--- config.mk ---
export PLATFORM = sky130hd
export DESIGN_NAME = gba_periph_top
export DESIGN_NICKNAME = d
export VERILOG_FILES = /design/src/source/gba_pkg.sv /design/src/source/gba_reg_if.sv /design/src/source/gba_bus_decode.sv /design/src/source/gba_interrupts.sv /design/src/source/gba_keypad.sv /design/src/source/gba_periph_top.sv /design/src/source/gba_timer_channel.sv
export VERILOG_INCLUDE_DIRS = /design/src /design/src/source
export SDC_FILE = /design/constraint.sdc
export NUM_CORES = 1
export LEC_CHECK = 0
export BUFFER_PORTS_ARGS = -buffer_cell sky130_fd_sc_hd__buf_2
export CORE_MARGIN = 2
export CORE_UTILIZATION = 32
export CTS_CLUSTER_DIAMETER = 200
export DETAILED_ROUTE_END_ITERATION = 6
export HOLD_SLACK_MARGIN = 0.08
export PLACE_DENSITY = 0.52
export SLEW_MARGIN = 20
export SYNTH_ARGS = -nofsm -noshare
export SYNTH_HDL_FRONTEND = slang
export SYNTH_HIERARCHICAL = 1
export SYNTH_SLANG_ARGS = --single-unit
--- constraint.sdc ---
create_clock -name clk16 -period 9.8 [get_ports clk16]
set_clock_uncertainty 0.2 [all_clocks]
set_input_delay 1.96 -clock clk16 [delete_from_list [all_inputs] [get_ports clk16]]
set_output_delay 1.96 -clock clk16 [all_outputs]
set_load 0.01 [all_outputs]
--- src/source/gba_consts.svh ---
//////////////////////////////////////////////////////////////////////
// peripheral register map, widths and interrupt bit positions
//////////////////////////////////////////////////////////////////////
`ifndef GBA_CONSTS_SVH
`define GBA_CONSTS_SVH

`define GBA_ADDR_W          28
`define GBA_DATA_W          32
`define GBA_TIMER_COUNT     4

// register word addresses
`define GBA_REG_TIMER_BASE  28'h100
`define GBA_REG_KEYINPUT    28'h130
`define GBA_REG_IE          28'h200
`define GBA_REG_IME         28'h208

// IF/IE bit positions, timer n sits at TIMER0 + n
`define GBA_IRQ_VBLANK      0
`define GBA_IRQ_HBLANK      1
`define GBA_IRQ_VCOUNT      2
`define GBA_IRQ_TIMER0      3
`define GBA_IRQ_KEYPAD      12

`define GBA_IRQ_W           14
`define GBA_KEY_W           10

`endif

--- src/source/gba_pkg.sv ---
//////////////////////////////////////////////////////////////////////
// shared types of the peripheral register block
// bus access size, timer control byte and interrupt vector
//////////////////////////////////////////////////////////////////////
`include "gba_consts.svh"

package gba_pkg;

    // size field of a bus access
    typedef enum logic [1:0] {
        ACC_BYTE = 2'b00,
        ACC_HALF = 2'b01,
        ACC_WORD = 2'b10,
        ACC_RSVD = 2'b11
    } acc_size_e;

    // TMxCNT_H low byte
    typedef struct packed {
        logic       start;
        logic       irq_en;
        logic [2:0] rsvd;
        logic       count_up;
        // 0: 1 cycle, 1: 64, 2: 256, 3: 1024
        logic [1:0] prescale;
    } timer_ctrl_t;

    typedef logic [`GBA_IRQ_W-1:0] irq_vec_t;

endpackage

--- src/source/gba_reg_if.sv ---
//////////////////////////////////////////////////////////////////////
// register slave port between the bus decoder and one peripheral
//////////////////////////////////////////////////////////////////////
`timescale 1ns/100ps
`include "gba_consts.svh"

interface gba_reg_if;

    logic                   wr;
    logic [3:0]             be;
    logic [`GBA_DATA_W-1:0] wdata;
    // selects between the two words of a slave with two
    logic                   word_sel;
    logic [`GBA_DATA_W-1:0] rdata;

    modport master (
        output wr,
        output be,
        output wdata,
        output word_sel,
        input  rdata
    );

    // rdata is combinational from the slave's registers
    modport slave (
        input  wr,
        input  be,
        input  wdata,
        input  word_sel,
        output rdata
    );

endinterface

--- src/source/gba_bus_decode.sv ---
//////////////////////////////////////////////////////////////////////
// register bus front end
// turns size and address into byte enables, strobes the addressed
// slave and returns registered read data one cycle later
//////////////////////////////////////////////////////////////////////
`timescale 1ns/100ps
`include "gba_consts.svh"

module gba_bus_decode (
    input  logic                    clk16,
    input  logic                    resetn,
    input  logic                    bus_ena,
    input  logic                    bus_rnw,
    input  logic [`GBA_ADDR_W-1:0]  bus_adr,
    input  gba_pkg::acc_size_e      bus_acc,
    input  logic [`GBA_DATA_W-1:0]  bus_din,
    output logic [`GBA_DATA_W-1:0]  bus_dout,
    output logic                    bus_done,
    gba_reg_if.master               tmr [`GBA_TIMER_COUNT],
    gba_reg_if.master               intr,
    gba_reg_if.master               key
);

    logic [`GBA_ADDR_W-1:0]      word_adr;
    logic [3:0]                  be;
    logic                        wr_req;
    logic [`GBA_TIMER_COUNT-1:0] tmr_hit;
    logic [`GBA_TIMER_COUNT-1:0] tmr_wr;
    logic [`GBA_DATA_W-1:0]      tmr_rdata [`GBA_TIMER_COUNT];
    logic                        intr_hit;
    logic                        key_hit;
    logic [`GBA_DATA_W-1:0]      rd_mux;

    // lane enables from access size and low address bits
    function automatic logic [3:0] calc_be(input gba_pkg::acc_size_e size,
                                           input logic [1:0] adr);
        logic [3:0] ena;
        ena = 4'b0000;
        case (size)
            gba_pkg::ACC_BYTE: ena[adr] = 1'b1;
            gba_pkg::ACC_HALF: ena = adr[1] ? 4'b1100 : 4'b0011;
            gba_pkg::ACC_WORD: ena = 4'b1111;
            default:           ena = 4'b0000;
        endcase
        return ena;
    endfunction

    assign word_adr = {bus_adr[`GBA_ADDR_W-1:2], 2'b00};
    assign be       = calc_be(bus_acc, bus_adr[1:0]);
    assign wr_req   = bus_ena && !bus_rnw;

    assign intr_hit = (word_adr == `GBA_REG_IE) || (word_adr == `GBA_REG_IME);
    assign key_hit  = (word_adr == `GBA_REG_KEYINPUT);

    for (genvar i = 0; i < `GBA_TIMER_COUNT; i++) begin : g_tmr
        localparam logic [`GBA_ADDR_W-1:0] tmr_adr =
            `GBA_REG_TIMER_BASE + `GBA_ADDR_W'(4 * i);

        assign tmr_hit[i]      = (word_adr == tmr_adr);
        assign tmr_wr[i]       = wr_req && tmr_hit[i];
        assign tmr[i].wr       = tmr_wr[i];
        assign tmr[i].be       = be;
        assign tmr[i].wdata    = bus_din;
        assign tmr[i].word_sel = bus_adr[3];
        assign tmr_rdata[i]    = tmr[i].rdata;
    end

    assign intr.wr       = wr_req && intr_hit;
    assign intr.be       = be;
    assign intr.wdata    = bus_din;
    assign intr.word_sel = bus_adr[3];

    assign key.wr        = wr_req && key_hit;
    assign key.be        = be;
    assign key.wdata     = bus_din;
    assign key.word_sel  = bus_adr[3];

    // unmapped addresses fall through to zero
    always_comb begin
        rd_mux = '0;
        for (int i = 0; i < `GBA_TIMER_COUNT; i++) begin
            if (tmr_hit[i]) begin
                rd_mux = tmr_rdata[i];
            end
        end
        if (intr_hit) begin
            rd_mux = intr.rdata;
        end
        if (key_hit) begin
            rd_mux = key.rdata;
        end
    end

    always_ff @(posedge clk16) begin
        if (!resetn) begin
            bus_done <= 1'b0;
        end else begin
            bus_done <= bus_ena;
        end
    end

    always_ff @(posedge clk16) begin
        if (!resetn) begin
            bus_dout <= '0;
        end else if (bus_ena && bus_rnw) begin
            bus_dout <= rd_mux;
        end
    end

    // address map must never select two slaves at once
    a_one_slave_wr: assert property (@(posedge clk16) disable iff (!resetn)
        $onehot0({key.wr, intr.wr, tmr_wr}));

endmodule

--- src/source/gba_interrupts.sv ---
//////////////////////////////////////////////////////////////////////
// interrupt controller
// IE, IF and IME registers and the registered CPU interrupt line
//////////////////////////////////////////////////////////////////////
`timescale 1ns/100ps
`include "gba_consts.svh"

module gba_interrupts (
    input  logic                        clk16,
    input  logic                        resetn,
    gba_reg_if.slave                    regs,
    input  logic [`GBA_TIMER_COUNT-1:0] timer_irq,
    input  logic                        key_irq,
    input  logic                        vblank,
    input  logic                        hblank,
    input  logic                        vcount,
    output logic                        irq
);

    gba_pkg::irq_vec_t ie;
    gba_pkg::irq_vec_t if_reg;
    gba_pkg::irq_vec_t src;
    gba_pkg::irq_vec_t clr;
    logic              ime;
    logic              wr_lo;
    logic              wr_ime;

    // word 0: IE low half, IF high half. word 1: IME
    assign regs.rdata = regs.word_sel ? {31'd0, ime} : {2'b00, if_reg, 2'b00, ie};

    assign wr_lo  = regs.wr && !regs.word_sel;
    assign wr_ime = regs.wr && regs.word_sel && regs.be[0];

    always_comb begin
        src = '0;
        src[`GBA_IRQ_VBLANK] = vblank;
        src[`GBA_IRQ_HBLANK] = hblank;
        src[`GBA_IRQ_VCOUNT] = vcount;
        for (int i = 0; i < `GBA_TIMER_COUNT; i++) begin
            src[`GBA_IRQ_TIMER0 + i] = timer_irq[i];
        end
        src[`GBA_IRQ_KEYPAD] = key_irq;
    end

    // IF acknowledge, write one to clear
    always_comb begin
        clr = '0;
        if (wr_lo && regs.be[2]) begin
            clr[7:0] = regs.wdata[23:16];
        end
        if (wr_lo && regs.be[3]) begin
            clr[13:8] = regs.wdata[29:24];
        end
    end

    always_ff @(posedge clk16) begin
        if (!resetn) begin
            ie     <= '0;
            if_reg <= '0;
            ime    <= 1'b0;
            irq    <= 1'b0;
        end else begin
            if (wr_lo && regs.be[0]) begin
                ie[7:0] <= regs.wdata[7:0];
            end
            if (wr_lo && regs.be[1]) begin
                ie[13:8] <= regs.wdata[13:8];
            end
            if (wr_ime) begin
                ime <= regs.wdata[0];
            end
            // a new request wins over a clear in the same cycle
            if_reg <= (if_reg & ~clr) | src;
            irq    <= ime && |(ie & if_reg);
        end
    end

    a_ime_gates_irq: assert property (@(posedge clk16) disable iff (!resetn)
        !ime |=> !irq);

endmodule

--- src/source/gba_keypad.sv ---
//////////////////////////////////////////////////////////////////////
// keypad input
// key synchronizer, KEYINPUT/KEYCNT and the key interrupt
//////////////////////////////////////////////////////////////////////
`timescale 1ns/100ps
`include "gba_consts.svh"

module gba_keypad (
    input  logic                  clk16,
    input  logic                  resetn,
    gba_reg_if.slave              regs,
    input  logic [`GBA_KEY_W-1:0] keys,
    output logic                  key_irq
);

    logic [`GBA_KEY_W-1:0] keys_meta;
    logic [`GBA_KEY_W-1:0] keys_sync;
    logic [`GBA_KEY_W-1:0] key_sel;
    logic                  key_en;
    logic                  key_and;
    logic                  cond;
    logic                  cond_q;

    // KEYINPUT is active low
    assign regs.rdata = {key_and, key_en, 4'b0000, key_sel, 6'b000000, ~keys_sync};

    // OR mode: any selected key, AND mode: every selected key
    assign cond = key_en && (key_and ? (|key_sel && ((keys_sync & key_sel) == key_sel))
                                     : |(keys_sync & key_sel));

    always_ff @(posedge clk16) begin
        if (!resetn) begin
            keys_meta <= '0;
            keys_sync <= '0;
            key_sel   <= '0;
            key_en    <= 1'b0;
            key_and   <= 1'b0;
            cond_q    <= 1'b0;
            key_irq   <= 1'b0;
        end else begin
            keys_meta <= keys;
            keys_sync <= keys_meta;
            if (regs.wr && regs.be[2]) begin
                key_sel[7:0] <= regs.wdata[23:16];
            end
            if (regs.wr && regs.be[3]) begin
                key_sel[9:8] <= regs.wdata[25:24];
                key_en       <= regs.wdata[30];
                key_and      <= regs.wdata[31];
            end
            cond_q  <= cond;
            key_irq <= cond && !cond_q;
        end
    end

    a_irq_needs_enable: assert property (@(posedge clk16) disable iff (!resetn)
        key_irq |-> $past(key_en));

endmodule

--- src/source/gba_periph_top.sv ---
//////////////////////////////////////////////////////////////////////
// slow peripheral register block
// four cascaded timers, interrupt controller and keypad on one bus
//////////////////////////////////////////////////////////////////////
`timescale 1ns/100ps
`include "gba_consts.svh"

module gba_periph_top (
    input  logic                   clk16,
    input  logic                   resetn,
    input  logic                   bus_ena,
    input  logic                   bus_rnw,
    input  logic [`GBA_ADDR_W-1:0] bus_adr,
    input  gba_pkg::acc_size_e     bus_acc,
    input  logic [`GBA_DATA_W-1:0] bus_din,
    output logic [`GBA_DATA_W-1:0] bus_dout,
    output logic                   bus_done,
    input  logic [`GBA_KEY_W-1:0]  keys,
    input  logic                   vblank,
    input  logic                   hblank,
    input  logic                   vcount,
    output logic                   irq
);

    logic [`GBA_TIMER_COUNT-1:0] tmr_ovf;
    logic [`GBA_TIMER_COUNT-1:0] tmr_irq;
    logic                        key_irq;

    gba_reg_if tmr_if [`GBA_TIMER_COUNT] ();
    gba_reg_if intr_if ();
    gba_reg_if key_if ();

    gba_bus_decode u_bus_decode (
        .clk16    (clk16),
        .resetn   (resetn),
        .bus_ena  (bus_ena),
        .bus_rnw  (bus_rnw),
        .bus_adr  (bus_adr),
        .bus_acc  (bus_acc),
        .bus_din  (bus_din),
        .bus_dout (bus_dout),
        .bus_done (bus_done),
        .tmr      (tmr_if),
        .intr     (intr_if),
        .key      (key_if)
    );

    ////////////////////////////////////////////////////////////////////
    // timers, each cascades from the previous one, timer 0 from timer 3
    ////////////////////////////////////////////////////////////////////
    for (genvar i = 0; i < `GBA_TIMER_COUNT; i++) begin : g_timer
        gba_timer_channel u_timer (
            .clk16      (clk16),
            .resetn     (resetn),
            .regs       (tmr_if[i]),
            .cascade_in (tmr_ovf[(i + `GBA_TIMER_COUNT - 1) % `GBA_TIMER_COUNT]),
            .overflow   (tmr_ovf[i]),
            .irq        (tmr_irq[i])
        );
    end

    gba_interrupts u_interrupts (
        .clk16     (clk16),
        .resetn    (resetn),
        .regs      (intr_if),
        .timer_irq (tmr_irq),
        .key_irq   (key_irq),
        .vblank    (vblank),
        .hblank    (hblank),
        .vcount    (vcount),
        .irq       (irq)
    );

    gba_keypad u_keypad (
        .clk16   (clk16),
        .resetn  (resetn),
        .regs    (key_if),
        .keys    (keys),
        .key_irq (key_irq)
    );

endmodule

--- src/source/gba_timer_channel.sv ---
//////////////////////////////////////////////////////////////////////
// one 16-bit timer
// reload register, prescaler or cascade stepping, overflow interrupt
//////////////////////////////////////////////////////////////////////
`timescale 1ns/100ps

module gba_timer_channel (
    input  logic      clk16,
    input  logic      resetn,
    gba_reg_if.slave  regs,
    input  logic      cascade_in,
    output logic      overflow,
    output logic      irq
);

    logic [15:0]          reload;
    logic [15:0]          reload_nxt;
    logic [15:0]          counter;
    gba_pkg::timer_ctrl_t ctrl;
    gba_pkg::timer_ctrl_t ctrl_nxt;
    logic [9:0]           prescale_cnt;
    logic                 start_rise;
    logic                 tick;
    logic                 step;
    logic                 wrap;

    // low half is reload on write, counter on read
    assign regs.rdata = {8'h00, ctrl, counter};

    always_comb begin
        reload_nxt = reload;
        if (regs.wr && regs.be[0]) begin
            reload_nxt[7:0] = regs.wdata[7:0];
        end
        if (regs.wr && regs.be[1]) begin
            reload_nxt[15:8] = regs.wdata[15:8];
        end
    end

    always_comb begin
        ctrl_nxt = ctrl;
        if (regs.wr && regs.be[2]) begin
            ctrl_nxt      = gba_pkg::timer_ctrl_t'(regs.wdata[23:16]);
            ctrl_nxt.rsvd = 3'b000;
        end
    end

    assign start_rise = ctrl_nxt.start && !ctrl.start;

    always_comb begin
        case (ctrl.prescale)
            2'd0:    tick = 1'b1;
            2'd1:    tick = &prescale_cnt[5:0];
            2'd2:    tick = &prescale_cnt[7:0];
            default: tick = &prescale_cnt;
        endcase
    end

    assign step = ctrl.start && (ctrl.count_up ? cascade_in : tick);
    assign wrap = step && (counter == 16'hffff);

    always_ff @(posedge clk16) begin
        if (!resetn) begin
            reload       <= '0;
            ctrl         <= '0;
            counter      <= '0;
            prescale_cnt <= '0;
            overflow     <= 1'b0;
            irq          <= 1'b0;
        end else begin
            reload   <= reload_nxt;
            ctrl     <= ctrl_nxt;
            overflow <= wrap && !start_rise;
            irq      <= wrap && !start_rise && ctrl.irq_en;
            if (start_rise) begin
                // fresh start, takes a reload written in the same access
                counter      <= reload_nxt;
                prescale_cnt <= '0;
            end else begin
                if (ctrl.start) begin
                    prescale_cnt <= prescale_cnt + 10'd1;
                end
                if (wrap) begin
                    counter <= reload;
                end else if (step) begin
                    counter <= counter + 16'd1;
                end
            end
        end
    end

    // back-to-back overflows need single-cycle prescale or cascade
    a_overflow_rate: assert property (@(posedge clk16) disable iff (!resetn)
        (overflow && $past(overflow)) |->
            $past(ctrl.prescale == 2'd0 || ctrl.count_up));

endmodule

==> results of run 1 <==
-- worst max-delay path: cells and delay by family --
| family | cells | cell delay (ps) |
|---|---|---|
| buffers and inverters | 1 | 100 |
| AO/OA/AOI/OAI | 2 | 640 |
| AND/OR/NAND/NOR | 7 | 2920 |
-- per-layer routing --
layer,up-vias,GRT usage [%],wire (microns),share of wire (%)
met5,-,0,13,0.026
met4,2,5.91,1530,3.0
met3,87,3.93,3980,7.8
met2,494,28.8,22000,43
met1,6428,26.3,23300,46
li1,6275,-,-,-
-- metrics by stage --
| step | area, sq um | utilization, % | total power, uW |
|---|---|---|---|
| after global routing | 17300 | 34.4 | 2830 |
| final | 17300 | 34.4 | 2740 |
| after detailed placement | 16100 | 32.0 | 1380 |
| after floorplan | 16600 | - | 1370 |
| after global placement | 16100 | 32.0 | 1380 |
| after CTS | 17300 | 34.4 | 2760 |
-- worst min path at each step --
stage,startpoint,endpoint,slack [ps],depth (start not counted)
finish,u_keypad/keys_meta[5],u_keypad/keys_sync[5],230,1
global route,u_keypad/keys_meta[0],u_keypad/keys_sync[0],250,1
CTS,u_keypad/keys_meta[0],u_keypad/keys_sync[0],240,1
detailed placement,u_keypad/keys_meta[5],u_keypad/keys_sync[5],220,1
global placement,u_keypad/keys_meta[1],u_keypad/keys_sync[1],220,1
floorplan,u_keypad/cond_q,u_keypad/key_irq,190,1
-- power by group through the flow --
stage	clock [uW]	sequential [uW]	combinational (uW)
floorplan	0	1230	134
global placement	0	1230	144
detailed placement	0	1230	144
CTS	1410	1210	145
global route	1470	1210	156
finish	1390	1210	146
-- final cells by class --
| cell class | count | area [sq um] | area share [%] |
|---|---|---|---|
| timing repair buffer | 121 | 631 | 3.65 |
| multi-input combinational | 1314 | 8600 | 49.8 |
| sequential | 293 | 5870 | 33.9 |
| clock inverter | 10 | 160 | 0.927 |
| clock buffer | 53 | 1060 | 6.11 |
| tap | 672 | 841 | 4.87 |
| inverter | 34 | 128 | 0.738 |
==> run metrics, run 1 <==
outcome=complete, no violations; CTS Buffer Depth=3; initial drt markers=991; Hold Crit Class=reg2reg; Max Clock Freq=184 MHz; max-slew violations=0; setup_tns=0 ps; Slew Limit Headroom=18.3%; Post-Syn Instances=1884; Peak VDD IR=0.0867 mV; RSZ-0062 raised after global routing=no; via count=13.3k; DRT Pass-1 Iters=5; Reg2Reg Depth=6; Area growth syn-to-layout=5.64%; critical path launch point=bus_adr[13]; setup violators final=0; port buffer count=112; Worst Path Required=10010 ps; pin count of the biggest net entering global routing=66; placeable core region=0.0503 sq mm; clock power share=50.6%; CTS tree=built; Critical-path top delay cell=nor3_2; switching pwr=641 uW; kind of critical path=in2reg; CP Capture Type=register; routed len/inst=20.3 microns; Final Cycle Share=55.3%; Regs by FF count=g_timer.u_timer/counter: 64 flops, g_timer.u_timer/reload: 64 flops, g_timer.u_timer/prescale_cnt: 40 flops; most frequent cells in the layout=293 x dfxtp_1, 180 x nor2_1, 163 x nand2_1, 133 x a21oi_1, 111 x buf_2; most frequent CP cell=nand2_1; total internal power=2100 uW; PwrDens=158 mW/mm^2; synth warn=6; worst-margin pin slew=1230 ps; most common cell after layout, fill and taps aside=dfxtp_1; Setup WS post-layout=4380 ps; Post-DRT Antenna Nets=0; CP Max Fanout=13; Sw Share=23.4%; Tmin final=5420 ps; Logic pwr share=5.3%; Final #Nets=1886; dpl cells=2434; Die X=230 microns; Tot GR Track Use=18.8%; vias per inst=5.32; mapped cell area=0.0164 sq mm; hold_buf cts=0; CTS buffer count=35; maxcap violations=0; Avg Inst Size Synth=8.68 sq um; Overflow after GRT=0; Worst-path clk slew=60 ps; clock insertion delay at the later pin of the skew report=520 ps; Initial Utilization=32.5%; Root Buffer=clkbuf_16; final wirelength=50800 microns; Sink Count=293; die area=0.0529 sq mm; layout cell share with drive strength beyond 1=15.4%; WHS=233 ps; post-cts resize count=0; io pins=113; H-tree depth=2; sequential share of power=44.1%; number of diodes=0; post-CTS setup buffer count=0; pre-CTS setup slack=3890 ps; R2R setup slack=6920 ps; Pleak=0.00652 uW; RD Place Congestion=0.883; Reg-to-Reg Start=g_timer[2].u_timer/counter[0]; fin cells=2497; worst-path cell chain=buf_2, nor4_1, nand2_1, or4_1, or2_4, nor3_2, nand4b_1, nand2_1, a21oi_2, a221o_1; vias in the first global route=12.5k; CP arrival=5630 ps; drc violations=0; CP startpoint kind=input pin; Critical Path End=g_timer[2].u_timer/counter[7]; global-route wire length before repair=77100 microns; Worst R2R End=g_timer[2].u_timer/counter[7]; final hold vios=0; Fill cells=5287; # rows=82; max incr delay on CP=620 ps; hpwl dp=36600 microns; initial antenna violation count=1; Die H=230 microns
No activity file was read; power rests on OpenSTA's default activity.
==> inputs of run 2 (changes only) <==
Clock period 9.8 ns to 5.6 ns, I/O delays scaled along.
==> run metrics, run 2 (synthesis results as in run 1) <==
outcome=complete, no violations; critical path launch point=bus_adr[19]; placeable core region=0.0503 sq mm; Root Buffer=clkbuf_16; Slew Limit Headroom=20.8%; via count=13.3k; Logic pwr share=5.5%; Tmin final=4430 ps; global-route wire length before repair=78700 microns; Worst-path clk slew=60 ps; vias in the first global route=12.6k; pin count of the biggest net entering global routing=63; Worst Path Required=5870 ps; Util after Layout=34.4%; hold_buf cts=0; final wirelength=51900 microns; worst-margin pin slew=1190 ps; Die X=230 microns; Hold Crit Class=reg2reg; Regs by FF count=g_timer.u_timer/counter: 64 flops, g_timer.u_timer/reload: 64 flops, g_timer.u_timer/prescale_cnt: 40 flops; PwrDens=274 mW/mm^2; CTS tree=built; port buffer count=112; layout cell share with drive strength beyond 1=15.7%; setup violators final=0; RSZ-0062 raised after global routing=no; WHS=230 ps; Tot GR Track Use=19.2%; clock insertion delay at the later pin of the skew report=530 ps; Final #Nets=1891; clock power share=50.0%; Setup WS post-layout=1170 ps; switching pwr=1110 uW; Sw Share=23.3%; Peak VDD IR=0.197 mV; Worst R2R End=g_timer[0].u_timer/counter[11]; Reg2Reg Depth=6; Reg area=0.00587 sq mm; pre-CTS setup slack=749 ps; setup_tns=0 ps; die area=0.0529 sq mm; Final Cycle Share=79.1%; WHS Path Cells=1; Pleak=0.00655 uW; most common cell after layout, fill and taps aside=dfxtp_1; Worst Hold End=u_keypad/keys_sync[5]; RD Place Congestion=0.897; Overflow after GRT=0; vias per inst=5.31; Max Clock Freq=226 MHz; CTS buffer count=34; Area growth syn-to-layout=5.80%; Initial Utilization=32.5%; hold path startpoint=u_keypad/keys_meta[5]; # rows=82; Post-DRT Antenna Nets=0; Fill cells=5289; post-CTS setup buffer count=0; final hold vios=0; CP Max Fanout=15; initial antenna violation count=1; post-cts resize count=0; R2R setup slack=2790 ps; Area after DPL=0.0161 sq mm; io pins=113; routed len/inst=20.7 microns; total internal power=3640 uW; kind of critical path=in2reg; area of the multi-input gates=0.00860 sq mm; most frequent cells in the layout=293 x dfxtp_1, 180 x nor2_1, 163 x nand2_1, 133 x a21oi_1, 111 x buf_2; CP Capture Type=register; maxcap violations=0; CP startpoint kind=input pin; H-tree depth=2; drc violations=0; sequential share of power=44.5%; max-slew violations=0; Die H=230 microns; CP arrival=4700 ps; Reg-to-Reg Start=g_timer[0].u_timer/counter[0]; CTS Buffer Depth=3; hpwl dp=37000 microns; design area=0.0173 sq mm; Sink Count=293; initial drt markers=1160; DRT Pass-1 Iters=7
## run 2: cell type report
class	count	area share [%]
well taps	672	4.86
multi-input cells	1314	49.7
clock inverters	9	0.694
diodes	1	0.0145
repair buffers	127	3.90
inverters	34	0.737
flip-flops and latches	293	33.9
clock buffers	53	6.22
## run 2: worst max-delay path by stage
| stage | to | slack (ps) | cells past startpoint |
|---|---|---|---|
| 2_1_floorplan | g_timer[0].u_timer/counter[15] | 1720 | 13 |
| 3_3_place_gp | g_timer[1].u_timer/counter[9] | 820 | 10 |
| 5_1_grt | g_timer[0].u_timer/counter[4] | 860 | 12 |
| 4_1_cts | g_timer[1].u_timer/counter[7] | 1300 | 10 |
| 6_report | g_timer[1].u_timer/counter[2] | 1170 | 11 |
| 3_5_place_dp | g_timer[1].u_timer/counter[11] | 750 | 10 |
## run 2: routing by layer
metal / wire [microns] / GRT usage, %
met1: 24000 / 27.3
met2: 23000 / 29.7
met3: 3710 / 3.36
met4: 1200 / 5.18
met5: 0 / 0
## run 2: critical path: stages
cell     delay [ps]
buf_2           110
nor4_2          320
nand3_2         270
or4_1           580
or2_4           320
nor3_2          430
nand2_1         270
nor3b_1         350
nand2_1         460
o22ai_1         340
a21o_1          120
## run 2: power groups by stage
stage          Combinational [uW]  Clock [uW]  Sequential (uW)
3_3_place_gp                  255           0             2160
4_1_cts                       258        2430             2110
5_1_grt                       277        2520             2110
6_report                      261        2380             2110
3_5_place_dp                  257           0             2160
2_1_floorplan                 234           0             2160
## run 2: per-stage QoR
| stage | total power [uW] | cells |
|---|---|---|
| after CTS | 4800 | 2502 |
| final | 4750 | 2503 |
| after global routing | 4910 | 2502 |
| after global placement | 2410 | 2440 |
| after floorplan | 2390 | 1936 |
| after detailed placement | 2420 | 2440 |
==> inputs of run 3 (changes only) <==
Settings changed: PLACE_DENSITY 0.52 to 0.53.
Clock period 5.6 ns to 3.95 ns, I/O delays scaled along.
==> run metrics, run 3 (synthesis results as in run 1) <==
placeable core region=0.0503 sq mm; Tmin final=3430 ps; Pwr Total=6540 uW; Util after Layout=34.8%; final wirelength=52000 microns; port buffer count=112; clock insertion delay at the later pin of the skew report=540 ps; kind of critical path=in2reg; drc violations=0; most frequent cells in the layout=293 x dfxtp_1, 180 x nor2_1, 163 x nand2_1, 133 x a21oi_1, 111 x buf_2; vias per inst=5.29; Area growth syn-to-layout=6.86%; hold_buf cts=0; H-tree depth=2; Regs by FF count=g_timer.u_timer/counter: 64 flops, g_timer.u_timer/reload: 64 flops, g_timer.u_timer/prescale_cnt: 40 flops; Peak VDD IR=0.248 mV; Slew Limit Headroom=39.2%; Worst R2R End=g_timer[0].u_timer/counter[7]; WHS Path Cells=1; Initial Utilization=32.5%; maxcap violations=0; post-CTS setup buffer count=0; post-cts resize count=0; DRT Pass-1 Iters=5; Reg2Reg Depth=6; setup_tns=0 ps; Worst Hold End=u_keypad/key_irq; CP Capture Type=register; Worst-path clk slew=60 ps; Hold Crit Class=reg2reg; # rows=82; final hold vios=0; Overflow after GRT=0; Post-DRT Antenna Nets=0; Fill cells=5264; RSZ-0062 raised after global routing=no; Final #Nets=1925; Reg-to-Reg Start=g_timer[0].u_timer/counter[0]; initial antenna violation count=0; Max Clock Freq=292 MHz; R2R setup slack=1140 ps; Die X=230 microns; worst-path cell chain=buf_2, nor4_2, nand3_2, or4_1, or2_4, nor3_2, buf_4, nand2_1, mux2i_1, o21ai_0, o21ai_0, a31oi_1; most frequent CP cell=o21ai_0; Worst Path Required=4140 ps; Pleak=0.00666 uW; Tot GR Track Use=19.2%; via count=13.4k; PwrDens=374 mW/mm^2; WHS=225 ps; hpwl dp=37300 microns; layout cell share with drive strength beyond 1=17.2%; Final Cycle Share=86.8%; Critical-path top delay cell=or4_1; CP Max Fanout=8; global-route wire length before repair=78600 microns; Sink Count=293; CP arrival=3620 ps; routed len/inst=20.5 microns; vias in the first global route=12.9k; pin count of the biggest net entering global routing=70; CTS buffer count=35; max-slew violations=0; worst-margin pin slew=905 ps; setup violators final=0; most common cell after layout, fill and taps aside=dfxtp_1; die area=0.0529 sq mm; initial drt markers=1157; RD Place Congestion=0.902; CP startpoint kind=input pin; number of diodes=0; CTS Buffer Depth=3; CTS tree=built; max incr delay on CP=540 ps; Root Buffer=clkbuf_16; Die H=230 microns; outcome=complete, no violations; io pins=113; hold path startpoint=u_keypad/cond_q
==> run 3: changes by cell type in the layout (fill, tap and decap cells not counted) <==
cell / delta
clkinvlp_4: +2
bufinv_16: -3
clkbuf_1: +2
clkinv_8: +1
clkinv_2: -1
inv_6: +1
diode_2: -1
buf_4: +33
clkbuf_16: -1
==> run 3: per-stage QoR <==
| stage | area [sq um] | setup slack (ps) | std cells |
|---|---|---|---|
| floorplan | 16600 | 395 | 1936 |
| global placement | 16400 | 43.6 | 2473 |
| detailed placement | 16400 | 14.0 | 2473 |
| CTS | 17500 | 562 | 2536 |
| global route | 17500 | 328 | 2536 |
| finish | 17500 | 522 | 2536 |
==> run 3: worst max-delay path by stage <==
stage | startpoint | to | slack [ps] | depth (start not counted)
detailed placement | bus_adr[20] | g_timer[2].u_timer/counter[9] | 10 | 11
floorplan | bus_adr[24] | g_timer[0].u_timer/counter[15] | 400 | 13
CTS | bus_adr[20] | g_timer[2].u_timer/counter[7] | 560 | 11
global route | bus_adr[13] | g_timer[2].u_timer/counter[12] | 330 | 12
global placement | bus_adr[20] | g_timer[2].u_timer/counter[9] | 40 | 11
finish | bus_adr[24] | g_timer[3].u_timer/counter[12] | 520 | 12
==> run 3: final cells by class <==
class / instances / area, sq um / share of cell area [%]
Multi-Input combinational cell: 1314 / 8600 / 49.2
Sequential cell: 293 / 5870 / 33.6
Clock buffer: 54 / 1060 / 6.05
Timing Repair Buffer: 160 / 923 / 5.28
Tap cell: 672 / 841 / 4.81
Inverter: 34 / 128 / 0.730
Clock inverter: 9 / 65.1 / 0.372
==> run 3: per-layer routing <==
| metal | track usage [%] | routed length [microns] | vias to the layer above |
|---|---|---|---|
| met4 | 6.90 | 1860 | 0 |
| met5 | 0 | 0 | - |
| met1 | 26.3 | 23500 | 6506 |
| met2 | 30.0 | 22900 | 502 |
| met3 | 3.66 | 3800 | 89 |
| li1 | - | - | 6328 |
==> run 3: worst max-delay path: cells and delay by family <==
| family | cells | cell delay [ps] |
|---|---|---|
| compound gates | 3 | 330 |
| buf+inv | 2 | 310 |
| mux | 1 | 310 |
| simple gates | 6 | 1880 |
==> run 3: power by group <==
part | leakage [uW] | switching [uW] | internal [uW]
Sequential | 0.00237 | 15.1 | 2980
Clock | 0.000550 | 1310 | 1850
Combinational | 0.00374 | 258 | 123
